[config.mk]
export PLATFORM = sky130hd
export DESIGN_NAME = opl_slot_core
export DESIGN_NICKNAME = d
export VERILOG_FILES = /design/src/hdl/opl_slot_pkg.sv /design/src/hdl/opl_reg_block.sv /design/src/hdl/slot_sequencer.sv /design/src/hdl/slot_router.sv /design/src/hdl/phase_operator.sv /design/src/hdl/op_output_store.sv /design/src/hdl/opl_slot_core.sv
export VERILOG_INCLUDE_DIRS = /design/src
export SDC_FILE = /design/constraint.sdc
export NUM_CORES = 2
export LEC_CHECK = 0
export BUFFER_PORTS_ARGS = -buffer_cell sky130_fd_sc_hd__buf_2
export CORE_MARGIN = 10
export CORE_UTILIZATION = 60
export CTS_BUF_LIST = sky130_fd_sc_hd__clkbuf_4 sky130_fd_sc_hd__clkbuf_8
export DETAILED_ROUTE_END_ITERATION = 8
export PLACE_DENSITY = 0.78
export SLEW_MARGIN = 20
export SYNTH_ARGS = -nofsm -noshare
export SYNTH_HDL_FRONTEND = slang
export SYNTH_HIERARCHICAL = 1
export SYNTH_SLANG_ARGS = --single-unit
export TNS_END_PERCENT = 50
[constraint.sdc]
create_clock -name clk -period 7.7 [get_ports clk]
set_clock_uncertainty 0.05 [all_clocks]
set_input_delay 2.31 -clock clk [delete_from_list [all_inputs] [get_ports clk]]
set_output_delay 2.31 -clock clk [all_outputs]
set_load 0.02 [all_outputs]
[src/opl_slot_config.svh]
// sizes and field widths for the FM operator slot engine
`ifndef OPL_SLOT_CONFIG_SVH
`define OPL_SLOT_CONFIG_SVH

`define OPL_NUM_SLOTS     18  // operator slots per sample
`define OPL_NUM_CHANNELS  9
`define OPL_SLOT_CYCLES   7   // clocks per slot window
`define OPL_OP_PIPE       3   // operator latency
`define OPL_FNUM_W        10
`define OPL_BLOCK_W       3
`define OPL_MULT_W        4
`define OPL_FB_W          3
`define OPL_PHASE_W       20
`define OPL_OUT_W         12  // signed operator output
`define OPL_NUM_PAIRS     3   // four-operator connection bits

`endif

[src/hdl/opl_slot_pkg.sv]
// shared types: channel and operator registers, operator output,
// slot index, per-slot control and Wishbone request/response
`include "opl_slot_config.svh"

package opl_slot_pkg;

    typedef logic signed [`OPL_OUT_W-1:0] op_out_t;

    typedef logic [$clog2(`OPL_NUM_SLOTS)-1:0] slot_idx_t;

    // field order matches the register map, cnt on top
    typedef struct packed {
        logic                    cnt;
        logic [`OPL_FB_W-1:0]    fb;
        logic                    kon;
        logic [`OPL_BLOCK_W-1:0] block;
        logic [`OPL_FNUM_W-1:0]  fnum;
    } chan_reg_t;

    typedef struct packed {
        logic [`OPL_MULT_W-1:0] mult;
    } op_reg_t;

    typedef struct packed {
        logic [`OPL_FNUM_W-1:0]  fnum;
        logic [`OPL_BLOCK_W-1:0] block;
        logic [`OPL_MULT_W-1:0]  mult;
        logic                    kon;
        logic [`OPL_FB_W-1:0]    fb;  // zero on slots without feedback
        logic                    use_feedback;
        op_out_t                 modulation;
    } slot_ctrl_t;

    typedef struct packed {
        logic        cyc;
        logic        stb;
        logic        we;
        logic [7:0]  adr;
        logic [31:0] dat_w;
    } wb_req_t;

    typedef struct packed {
        logic        ack;
        logic [31:0] dat_r;
    } wb_rsp_t;

endpackage

[src/hdl/opl_reg_block.sv]
// Wishbone classic slave: channel registers, operator mult registers,
// connection select, and read-back of captured slot outputs
`timescale 1ns/1ps
`include "opl_slot_config.svh"

module opl_reg_block (
    input  logic                  clk,
    input  logic                  arst_n,
    input  opl_slot_pkg::wb_req_t wb_req,
    output opl_slot_pkg::wb_rsp_t wb_rsp,
    input  opl_slot_pkg::op_out_t op_out [`OPL_NUM_SLOTS],
    output opl_slot_pkg::chan_reg_t chan_regs [`OPL_NUM_CHANNELS],
    output opl_slot_pkg::op_reg_t op_regs [`OPL_NUM_SLOTS],
    output logic [`OPL_NUM_PAIRS-1:0] connection_sel
);
    import opl_slot_pkg::*;

    localparam logic [7:0] CHAN_BASE = 8'd0;
    localparam logic [7:0] MULT_BASE = 8'd16;
    localparam logic [7:0] CONN_ADDR = 8'd40;
    localparam logic [7:0] OUT_BASE  = 8'd64;

    logic        ack_q;
    logic        served;   // strobe already answered
    logic        req_new;
    logic [31:0] rd_data;
    logic [31:0] dat_r_q;

    assign req_new = wb_req.cyc && wb_req.stb && !served;

    always_comb begin
        rd_data = '0;
        for (int i = 0; i < `OPL_NUM_CHANNELS; i++) begin
            if (wb_req.adr == CHAN_BASE + 8'(i))
                rd_data[$bits(chan_reg_t)-1:0] = chan_regs[i];
        end
        for (int i = 0; i < `OPL_NUM_SLOTS; i++) begin
            if (wb_req.adr == MULT_BASE + 8'(i))
                rd_data[`OPL_MULT_W-1:0] = op_regs[i].mult;
            if (wb_req.adr == OUT_BASE + 8'(i))  // sign-extended capture
                rd_data = {{(32-`OPL_OUT_W){op_out[i][`OPL_OUT_W-1]}}, op_out[i]};
        end
        if (wb_req.adr == CONN_ADDR)
            rd_data[`OPL_NUM_PAIRS-1:0] = connection_sel;
    end

    // one ack per strobe, read data registered alongside
    always_ff @(posedge clk or negedge arst_n) begin
        if (!arst_n) begin
            ack_q   <= 1'b0;
            served  <= 1'b0;
            dat_r_q <= '0;
        end else begin
            ack_q  <= req_new;
            served <= (wb_req.cyc && wb_req.stb) ? (served || req_new) : 1'b0;
            if (req_new && !wb_req.we)
                dat_r_q <= rd_data;
        end
    end

    always_ff @(posedge clk or negedge arst_n) begin
        if (!arst_n) begin
            for (int i = 0; i < `OPL_NUM_CHANNELS; i++)
                chan_regs[i] <= '0;
            for (int i = 0; i < `OPL_NUM_SLOTS; i++)
                op_regs[i] <= '0;
            connection_sel <= '0;
        end else if (req_new && wb_req.we) begin
            for (int i = 0; i < `OPL_NUM_CHANNELS; i++) begin
                if (wb_req.adr == CHAN_BASE + 8'(i))
                    chan_regs[i] <= chan_reg_t'(wb_req.dat_w[$bits(chan_reg_t)-1:0]);
            end
            for (int i = 0; i < `OPL_NUM_SLOTS; i++) begin
                if (wb_req.adr == MULT_BASE + 8'(i))
                    op_regs[i].mult <= wb_req.dat_w[`OPL_MULT_W-1:0];
            end
            if (wb_req.adr == CONN_ADDR)
                connection_sel <= wb_req.dat_w[`OPL_NUM_PAIRS-1:0];
        end
    end

    assign wb_rsp.ack   = ack_q;
    assign wb_rsp.dat_r = dat_r_q;

endmodule

[src/hdl/slot_sequencer.sv]
// slot sequencer: idle/slot FSM, window counter,
// slot start and capture strobes, end-of-sample pulse
`timescale 1ns/1ps
`include "opl_slot_config.svh"

module slot_sequencer (
    input  logic                    clk,
    input  logic                    arst_n,
    input  logic                    sample_en,
    output opl_slot_pkg::slot_idx_t slot,
    output logic                    slot_start,
    output logic                    capture,
    output logic                    sample_done
);
    import opl_slot_pkg::*;

    localparam int CNT_W = $clog2(`OPL_SLOT_CYCLES);
    localparam slot_idx_t LAST_SLOT = slot_idx_t'(`OPL_NUM_SLOTS - 1);

    typedef enum logic {IDLE, SLOT} state_e;

    state_e           state;
    logic [CNT_W-1:0] win_cnt;  // position inside the slot window
    logic             win_end;

    assign win_end = (win_cnt == CNT_W'(`OPL_SLOT_CYCLES - 1));

    always_ff @(posedge clk or negedge arst_n) begin
        if (!arst_n) begin
            state       <= IDLE;
            slot        <= '0;
            win_cnt     <= '0;
            sample_done <= 1'b0;
        end else begin
            sample_done <= 1'b0;
            case (state)
                IDLE: begin
                    if (sample_en) begin
                        state   <= SLOT;
                        slot    <= '0;
                        win_cnt <= '0;
                    end
                end
                SLOT: begin
                    if (win_end) begin
                        win_cnt <= '0;
                        if (slot == LAST_SLOT) begin
                            state       <= IDLE;
                            sample_done <= 1'b1;
                        end else begin
                            slot <= slot + 1'b1;
                        end
                    end else begin
                        win_cnt <= win_cnt + 1'b1;
                    end
                end
                default: state <= IDLE;
            endcase
        end
    end

    assign slot_start = (state == SLOT) && (win_cnt == '0);
    assign capture    = (state == SLOT) && win_end;  // operator output stable by now

endmodule

[src/hdl/slot_router.sv]
// slot router: channel, feedback use and modulation source per slot,
// covering two-operator pairs and the three four-operator chains
`timescale 1ns/1ps
`include "opl_slot_config.svh"

module slot_router (
    input  opl_slot_pkg::slot_idx_t  slot,
    input  opl_slot_pkg::chan_reg_t  chan_regs [`OPL_NUM_CHANNELS],
    input  opl_slot_pkg::op_reg_t    op_regs [`OPL_NUM_SLOTS],
    input  logic [`OPL_NUM_PAIRS-1:0] connection_sel,
    input  opl_slot_pkg::op_out_t    op_out [`OPL_NUM_SLOTS],
    output opl_slot_pkg::slot_ctrl_t ctrl
);
    import opl_slot_pkg::*;

    logic [$clog2(`OPL_NUM_CHANNELS)-1:0] chan;
    logic                                  use_fb;
    op_out_t                               mod;
    chan_reg_t                             ch_reg;

    always_comb begin
        chan   = '0;
        use_fb = 1'b0;
        mod    = '0;
        for (int k = 0; k < `OPL_NUM_PAIRS; k++) begin
            if (slot == slot_idx_t'(k)) begin  // first modulators, channels 0-2
                chan   = 4'(k);
                use_fb = 1'b1;
            end
            if (slot == slot_idx_t'(3 + k)) begin
                chan = 4'(k);
                mod  = chan_regs[k].cnt ? '0 : op_out[k];
            end
            if (slot == slot_idx_t'(12 + k)) begin  // channels 6-8
                chan   = 4'(6 + k);
                use_fb = 1'b1;
            end
            if (slot == slot_idx_t'(15 + k)) begin
                chan = 4'(6 + k);
                mod  = chan_regs[6 + k].cnt ? '0 : op_out[12 + k];
            end
            if (slot == slot_idx_t'(6 + k)) begin
                if (connection_sel[k]) begin  // third op of a 4-op chain
                    chan = 4'(k);
                    mod  = (!chan_regs[k].cnt && chan_regs[3 + k].cnt) ? '0 : op_out[3 + k];
                end else begin
                    chan   = 4'(3 + k);
                    use_fb = 1'b1;
                end
            end
            if (slot == slot_idx_t'(9 + k)) begin
                if (connection_sel[k]) begin  // last op of the chain
                    chan = 4'(k);
                    mod  = (chan_regs[k].cnt && chan_regs[3 + k].cnt) ? '0 : op_out[6 + k];
                end else begin
                    chan = 4'(3 + k);
                    mod  = chan_regs[3 + k].cnt ? '0 : op_out[6 + k];
                end
            end
        end
    end

    assign ch_reg = chan_regs[chan];

    assign ctrl = '{
        fnum:         ch_reg.fnum,
        block:        ch_reg.block,
        mult:         op_regs[slot].mult,
        kon:          ch_reg.kon,
        fb:           use_fb ? ch_reg.fb : `OPL_FB_W'(0),
        use_feedback: use_fb,
        modulation:   mod
    };

endmodule

[src/hdl/phase_operator.sv]
// shared operator: per-slot phase accumulators and a three-stage
// output pipeline adding modulation and feedback
`timescale 1ns/1ps
`include "opl_slot_config.svh"

module phase_operator (
    input  logic                     clk,
    input  logic                     arst_n,
    input  logic                     slot_start,
    input  opl_slot_pkg::slot_idx_t  slot,
    input  opl_slot_pkg::slot_ctrl_t ctrl,
    input  opl_slot_pkg::op_out_t    prev_out,
    output opl_slot_pkg::op_out_t    out
);
    import opl_slot_pkg::*;

    logic [`OPL_PHASE_W-1:0] phase [`OPL_NUM_SLOTS];
    logic [`OPL_PHASE_W-1:0] fnum_shift;
    logic [`OPL_PHASE_W-1:0] step;
    logic [`OPL_PHASE_W-1:0] phase_sum;
    op_out_t                 fb_term;

    logic                    s1_valid;
    slot_ctrl_t              s1_ctrl;
    slot_idx_t               s1_slot;
    logic [`OPL_PHASE_W-1:0] s1_step;
    op_out_t                 s1_fb;

    logic                    s2_valid;
    logic                    s2_kon;
    op_out_t                 s2_top;
    op_out_t                 s2_mod;
    op_out_t                 s2_fb;

    assign fnum_shift = `OPL_PHASE_W'(ctrl.fnum) << ctrl.block;
    assign step       = fnum_shift * `OPL_PHASE_W'(ctrl.mult);  // wraps at phase width
    assign fb_term    = (ctrl.use_feedback && ctrl.fb != '0) ?
                        op_out_t'(prev_out >>> (4'd8 - 4'(ctrl.fb))) : '0;
    assign phase_sum  = phase[s1_slot] + s1_step;

    always_ff @(posedge clk or negedge arst_n) begin
        if (!arst_n) begin
            s1_valid <= 1'b0;
            s2_valid <= 1'b0;
            for (int i = 0; i < `OPL_NUM_SLOTS; i++)
                phase[i] <= '0;
        end else begin
            s1_valid <= slot_start;
            s2_valid <= s1_valid;
            if (s1_valid)
                phase[s1_slot] <= s1_ctrl.kon ? phase_sum : '0;  // key off clears
        end
    end

    always_ff @(posedge clk) begin
        if (slot_start) begin
            s1_ctrl <= ctrl;
            s1_slot <= slot;
            s1_step <= step;
            s1_fb   <= fb_term;
        end
        if (s1_valid) begin
            s2_kon <= s1_ctrl.kon;
            s2_top <= phase_sum[`OPL_PHASE_W-1 -: `OPL_OUT_W];
            s2_mod <= s1_ctrl.modulation;
            s2_fb  <= s1_fb;
        end
        if (s2_valid)
            out <= s2_kon ? s2_top + s2_mod + s2_fb : '0;  // held until next slot
    end

endmodule

[src/hdl/op_output_store.sv]
// captured operator outputs, one entry per slot,
// with the current slot's old value presented for feedback
`timescale 1ns/1ps
`include "opl_slot_config.svh"

module op_output_store (
    input  logic                    clk,
    input  logic                    arst_n,
    input  logic                    capture,
    input  opl_slot_pkg::slot_idx_t slot,
    input  opl_slot_pkg::op_out_t   out_in,
    output opl_slot_pkg::op_out_t   op_out [`OPL_NUM_SLOTS],
    output opl_slot_pkg::op_out_t   prev_out
);

    always_ff @(posedge clk or negedge arst_n) begin
        if (!arst_n) begin
            for (int i = 0; i < `OPL_NUM_SLOTS; i++)
                op_out[i] <= '0;
        end else if (capture) begin
            op_out[slot] <= out_in;  // end of the slot window
        end
    end

    // last sample's value until this slot's capture
    assign prev_out = op_out[slot];

endmodule

[src/hdl/opl_slot_core.sv]
// top level of the FM operator slot engine: register block,
// sequencer, router, shared operator and output store
`timescale 1ns/1ps
`include "opl_slot_config.svh"

module opl_slot_core (
    input  logic                  clk,
    input  logic                  arst_n,
    input  logic                  sample_en,
    input  opl_slot_pkg::wb_req_t wb_req,
    output opl_slot_pkg::wb_rsp_t wb_rsp,
    output logic                  sample_done
);
    import opl_slot_pkg::*;

    chan_reg_t                 chan_regs [`OPL_NUM_CHANNELS];
    op_reg_t                   op_regs [`OPL_NUM_SLOTS];
    logic [`OPL_NUM_PAIRS-1:0] connection_sel;
    op_out_t                   op_out [`OPL_NUM_SLOTS];
    op_out_t                   prev_out;
    op_out_t                   op_res;  // operator result for the current slot
    slot_idx_t                 slot;
    slot_ctrl_t                ctrl;
    logic                      slot_start;
    logic                      capture;

    opl_reg_block u_regs (
        .clk, .arst_n, .wb_req, .wb_rsp, .op_out, .chan_regs, .op_regs, .connection_sel
    );

    slot_sequencer u_seq (
        .clk, .arst_n, .sample_en, .slot, .slot_start, .capture, .sample_done
    );

    slot_router u_router (
        .slot, .chan_regs, .op_regs, .connection_sel, .op_out, .ctrl
    );

    phase_operator u_op (
        .clk, .arst_n, .slot_start, .slot, .ctrl, .prev_out, .out(op_res)
    );

    op_output_store u_store (
        .clk, .arst_n, .capture, .slot, .out_in(op_res), .op_out, .prev_out
    );

endmodule

## Yosys cells after proc, flatten, opt, wreduce, memory -nomap -nowiden

Index checks and enable logic that the tools add are counted.

- Word-level logic and storage cells: 402
- Output and inout bits: 34
- Bits in registers: 958

- Magnitude comparators: 5
- Reduce and logical (&&, ||, !) cells: 54
- Equality and inequality tests: 66
- Shift-type cells: 2
- Add/subtract/negate cells: 6
- Multiplexer cells: 145
- Bitwise operators: 4
- Multiply operators: 1

Operators with widths:

| kind | count |
|---|---|
| 2-to-1 mux 32 bit | 18 |
| 2-to-1 mux 12 bit | 36 |
| bitwise mux 360 bit | 1 |
| bitwise mux 216 bit | 1 |
| 2-to-1 mux 18 bit | 9 |
| == test 8 x 7 -> 1 bit (second input constant) | 18 |
| 2-to-1 mux 4 bit | 34 |
| == test 8 x 5 -> 1 bit (second input constant) | 16 |
| binary-select mux 20 bit (select 5 bit) | 1 |
| demux 20 bit (select 5 bit) | 1 |
| 2-to-1 mux 20 bit | 4 |
| binary-select mux 18 bit (select 4 bit) | 1 |
| binary-select mux 12 bit (select 5 bit) | 1 |
| demux 12 bit (select 5 bit) | 1 |
| AND reduction 2 bit | 28 |
| == test 5 x 4 -> 1 bit (second input constant) | 8 |
| 2-to-1 mux 17 bit | 2 |
| == test 8 x 3 -> 1 bit (second input constant) | 4 |
| adder 12 bit | 2 |
| == test 8 x 6 -> 1 bit (second input constant) | 3 |
| 2-to-1 mux 3 bit | 8 |
| adder 20 bit | 1 |
| binary-select mux 4 bit (select 5 bit) | 1 |
| == test 5 x 3 -> 1 bit (second input constant) | 4 |
| other kinds (34) | 80 |

## Logic depth before layout (Yosys ltp)

- Word-level depth: 47
- Depth in mapped cells: 28
- Gate-level depth less buffers: 23

## Cells and area by module

Netlist, hierarchy kept.

Modules (own cells, without submodules):

| module | times used | area an instance (um^2) | seq. area each (um^2) | cells an instance |
|---|---|---|---|---|
| phase_operator | 1 | 23,296.1 | 12,031.5 | 2,160 |
| opl_reg_block | 1 | 14,886.8 | 6,456.2 | 1,381 |
| op_output_store | 1 | 9,910.8 | 5,405.2 | 629 |
| slot_router | 1 | 3,616.0 | 0.0 | 499 |
| slot_sequencer | 1 | 604.3 | 250.2 | 59 |

## Worst setup path after synthesis

OpenSTA, ideal clock, no wires.

- Path type: register -> register
- Start: register u_seq.slot[2]
- End: register u_op.s1_step[17] (data pin)
- Data required time: 7.391 ns
- Library setup time: 0.259 ns
- Setup slack: 1.225 ns
- Cell stages (with the launch flop): 28
- Path buffers: 5
- Data arrival time: 6.166 ns
- Cell sequence: dfrtp_1 -> or3_1 -> buf_2 -> or2_1 -> buf_6 -> o211ai_4 -> buf_6 -> nor3_1 -> o31a_1 -> o211ai_1 -> clkbuf_1 -> clkbuf_1 -> mux2i_1 -> mux2i_1 -> mux2_2 -> and2_1 -> fa_1 -> inv_1 -> fa_1 -> inv_1 -> ha_1 -> o21a_1 -> o21a_1 -> o21a_1 -> o221ai_1 -> o21ai_0 -> a21oi_1 -> xnor2_1

RTL lines:

| element | line | RTL |
|---|---|---|
| start: declaration | slot_sequencer.sv:10 | `output opl_slot_pkg::slot_idx_t slot,` |
| start signal: assignment | slot_sequencer.sv:51 | `slot <= slot + 1'b1;` |
| end signal: assignment | phase_operator.sv:59 | `s1_step <= step;` |
| end: declaration | phase_operator.sv:26 | `` logic [`OPL_PHASE_W-1:0] s1_step; `` |

==> metrics.md <==
| Metric | Value |
|---|---|
| Status | complete, but fails checks |
| Failing checks | DRC |
| Layout Nets | a little under 5000 |
| Min-delay worst type | reg -> reg |
| Minimum clock period | ~7.2 ns |
| Critical path data required time | roughly 8.2 ns |
| Die Y | 315 um |
| Switch share | 0.363 |
| Post-synth top area cell | dfrtp_1 |
| Worst vdd ir | 0.265 mV |
| Hold Slack | ~0.36 ns |
| Post-synth net total | between 4000 and 5000 |
| Routed wire per std cell | about 28 um |
| I/O Buffers | 65 |
| Critical path, cell by cell | a211oi_1, mux2i_2, o211ai_4, buf_4, nor3_1, o31a_1, o211ai_1, mux2i_1, mux2i_1, and3_1, fa_1, inv_1, fa_1, inv_1, ha_1, nor2b_1, o21ai_0, a21boi_0, o21ai_0, a31oi_1, a221oi_1, xnor2_1 |
| Mapped cell area | approximately 0.052 mm2 |
| Psw | between 6 and 7 mW |
| Fin crit share | 0.937 |
| Sequential Power Share | 0.415 |
| # IOs | 80 |
| CP bufs+invs | 3 |
| H-Tree Depth | 4 |
| FF+latch area | 0.0242 mm2 |
| Initial DRT Pass Iterations | 9 |
| CTS buffer count | roughly 160 |
| Vias in the first global route | between 40000 and 50000 |
| Max Cap Viol | 0 |
| Residual DRC | 1 |
| CTS root buf | clkbuf_8 |
| Top FF cell, synth | dfrtp_1 |
| Fraction of layout instances using a drive strength above 1 | 0.261 |
| Global Route Usage Sum | 0.340 |
| Synth Instances | approximately 4700 |
| PwrDens | about 300 mW/mm2 |
| Critical path arrival | between 7 and 8 ns |
| Top cells by area, synth | dfrtp_1, mux2_2, mux4_2, edfxtp_1, o21ai_0 |
| Final hold vios | 0 |
| Crit path max-delay cell type | o211ai_4 |
| Number of synthesized register bits | around 950 |
| # clock sinks | ~950 |
| First-pass GRT wire length | between 200000 and 300000 um |
| Post-synth ARST share | 0.895 |
| Core region area | 0.0866 mm2 |
| RePlAce Congestion | around 1.1 |
| CP startpoint kind | flip-flop |
| DIE AREA | about 0.099 mm2 |
| P_int | 10.9 mW |
| Setup Fix Bufs, Post-CTS | 0 |
| Die X | around 320 um |
| DR vias | 41916 |
| Detailed Place HPWL | about 110000 um |
| Setup violations, final | 0 |
| Final ANT Viol Nets | 0 |
| Placed Cells | 5700 |
| Syn_area_per_cell | ~11 um2 |
| CTS Hold Bufs | 0 |
| Commonest non-fill, non-tap cells in the layout | dfrtp_1, nand2_1, mux2_2, o21ai_0, clkbuf_8 |
| RSZ-0062 raised after global routing | no |
| Starting DRT DRC Count | around 6300 |
| Slew headroom | 0.0633 |
| Critical path endpoint category | flip-flop |
| Crit path max-delay family | compound AO/OA/AOI/OAI gates |
| Sequential cell area fraction in the yosys report | 0.462 |
| WS Path Type | reg -> reg |
| Max incr delay on CP | 0.70 ns |
| Final Non-Filler Cells | around 6000 |
| CTS max path bufs | 3 |
| P_leak | between 20 and 25 nW |
| Largest net degree at the start of global routing | approximately 180 |
| Most common cell after layout, fill and taps aside | dfrtp_1 |
| Total gr overflow | 0 |
| Starting density of the core | 0.604 |
| Layout fillers | roughly 6600 |
| Distinct cells, synth | about 120 |
| Worst-margin pin slew | 1.39 ns |
| Row count | 108 |
| Slew Limit Fails | 0 |
| CP max FO | 28 |
| Worst-path clk slew | about 0.060 ns |
| Multi-input logic area | about 0.026 mm2 |
| DR vias/cell | around 7.0 |
| Logic pwr share | 0.296 |
| Clock power share | 0.289 |
| Initial antenna violation count | 9 |
| Area Overhead vs Synth | 8.94% |
| EDFF count, synth | between 90 and 100 |
| Post-CTS Resized | 0 |
| Clk_lat worst skew | roughly 0.87 ns |
| Yosys warns | 6 |
| Setup TNS | 0 ns |
| CTS tree | done |
| DRT Wirelength | between 150000 and 200000 um |
| Top cell type's share of synthesized area | 0.405 |
| Max Clock Freq | 139 MHz |
[power by group through the flow]
stage | logic, mW | registers [mW] | clock network (mW)
after floorplan | 3.73 | 6.68 | 0
after global placement | 4.80 | 7.07 | 0
after detailed placement | 4.92 | 7.11 | 0
after CTS | 4.96 | 7.04 | 4.99
after global routing | 5.46 | 7.17 | 5.21
final | 5.06 | 7.09 | 4.94
[synth_stat cells (all sizes together), types with 11 or more instances]
cell type	number
xor2	12
nor3b	12
o2111ai	34
nor3	104
o31ai	11
nor4	14
clkbuf	193
mux2	506
o31a	16
o22ai	45
nand2b	30
nand3	78
nand4	15
nor2b	45
dfrtp	846
a2111oi	11
o221ai	41
a22oi	57
o21ai	507
a22o	44
a21oi	166
nor2	146
o21a	12
mux2i	63
fa	43
a222oi	27
buf	180
xnor2	31
inv	103
mux4	161
o211ai	40
or3	36
ha	56
a211oi	34
and2	42
o2bb2ai	14
and3	23
a221oi	37
a21o	24
nand2	598
nand3b	16
edfxtp	99
a221o	17
[final timing paths]
path,startpoint,to,slack [ns],cells after the start
min in group asynchronous,arst_n,u_op/phase[103]$_DFFE_PN0P_,1.45,1
hold reg to reg,u_op/s1_ctrl[8]$_DFFE_PP_,u_op/s2_mod[8]$_DFFE_PP_,0.36,0
setup reg to reg,u_regs/connection_sel[0]$_DFFE_PN0P_,u_op/s1_step[18]$_DFFE_PP_,0.49,22
max in group asynchronous,arst_n,u_regs/op_regs[13]$_DFFE_PN0P_,4.56,2
setup / recovery,u_regs/connection_sel[0]$_DFFE_PN0P_,u_op/s1_step[18]$_DFFE_PP_,0.49,22
hold / removal,u_op/s1_ctrl[8]$_DFFE_PP_,u_op/s2_mod[8]$_DFFE_PP_,0.36,0
[worst register-to-register path: cells and delay by family, from the launching register on]
kind,cells,cell delay (ns)
compound gates,9,3.37
fa+ha+maj,3,1.04
mux,3,0.75
flops,1,0.63
buf+inv,3,0.52
simple gates,3,0.46
xor+xnor,1,0.12
[state kept, by name (all words and copies together) (netlist names), 3 cells and up]
| signal | flops |
|---|---|
| u_regs/dat_r_q | 19 |
| u_op/out | 12 |
| u_op/s1_slot | 5 |
| u_regs/chan_regs | 162 |
| u_seq/win_cnt | 3 |
| u_op/s2_mod | 12 |
| u_op/s2_fb | 12 |
| u_op/phase | 360 |
| u_op/s2_top | 12 |
| u_store/op_out | 216 |
| u_seq/slot | 5 |
| u_op/s1_step | 20 |
| u_regs/connection_sel | 3 |
| u_op/s1_ctrl | 13 |
| u_regs/op_regs | 72 |
| u_op/s1_fb | 12 |
[layer usage]
metal | track usage | wire, um
met2 | 0.515 | 75200
met3 | 0.0947 | 20200
met5 | 0.00444 | 102
met4 | 0.208 | 12600
met1 | 0.432 | 62400
[through the flow]
stage	total power [mW]	utilization	cell area (um2)	setup slack, ns
after floorplan	10.4	-	52300	1.23
after CTS	17.0	0.658	57000	0.743
final	17.1	0.658	57000	0.487
after global routing	17.8	0.658	57000	0.0855
after global placement	11.9	0.617	53400	0.861
after detailed placement	12.0	0.617	53400	0.785
[kinds of logic (layout without fill, tap and decap cells)]
group,count (synthesis),in the layout,synth area share
mux,730,730,0.191
compound gates,1220,1220,0.153
other cells,0,7,0
simple gates,1214,1214,0.114
fa+ha+maj,99,99,0.0298
flops,945,945,0.462
xor+xnor,43,43,0.00734
buf+inv,477,581,0.0435
[layout make-up]
| type | instances | share of cell area |
|---|---|---|
| diodes | 7 | 0.000307 |
| clock buffers | 239 | 0.0531 |
| clock inverters | 47 | 0.00880 |
| inverters | 104 | 0.00685 |
| multi-input cells | 3306 | 0.458 |
| flip-flops and latches | 945 | 0.424 |
| well taps | 1155 | 0.0254 |
| repair buffers | 191 | 0.0241 |
(Power assumes the default switching activity.)
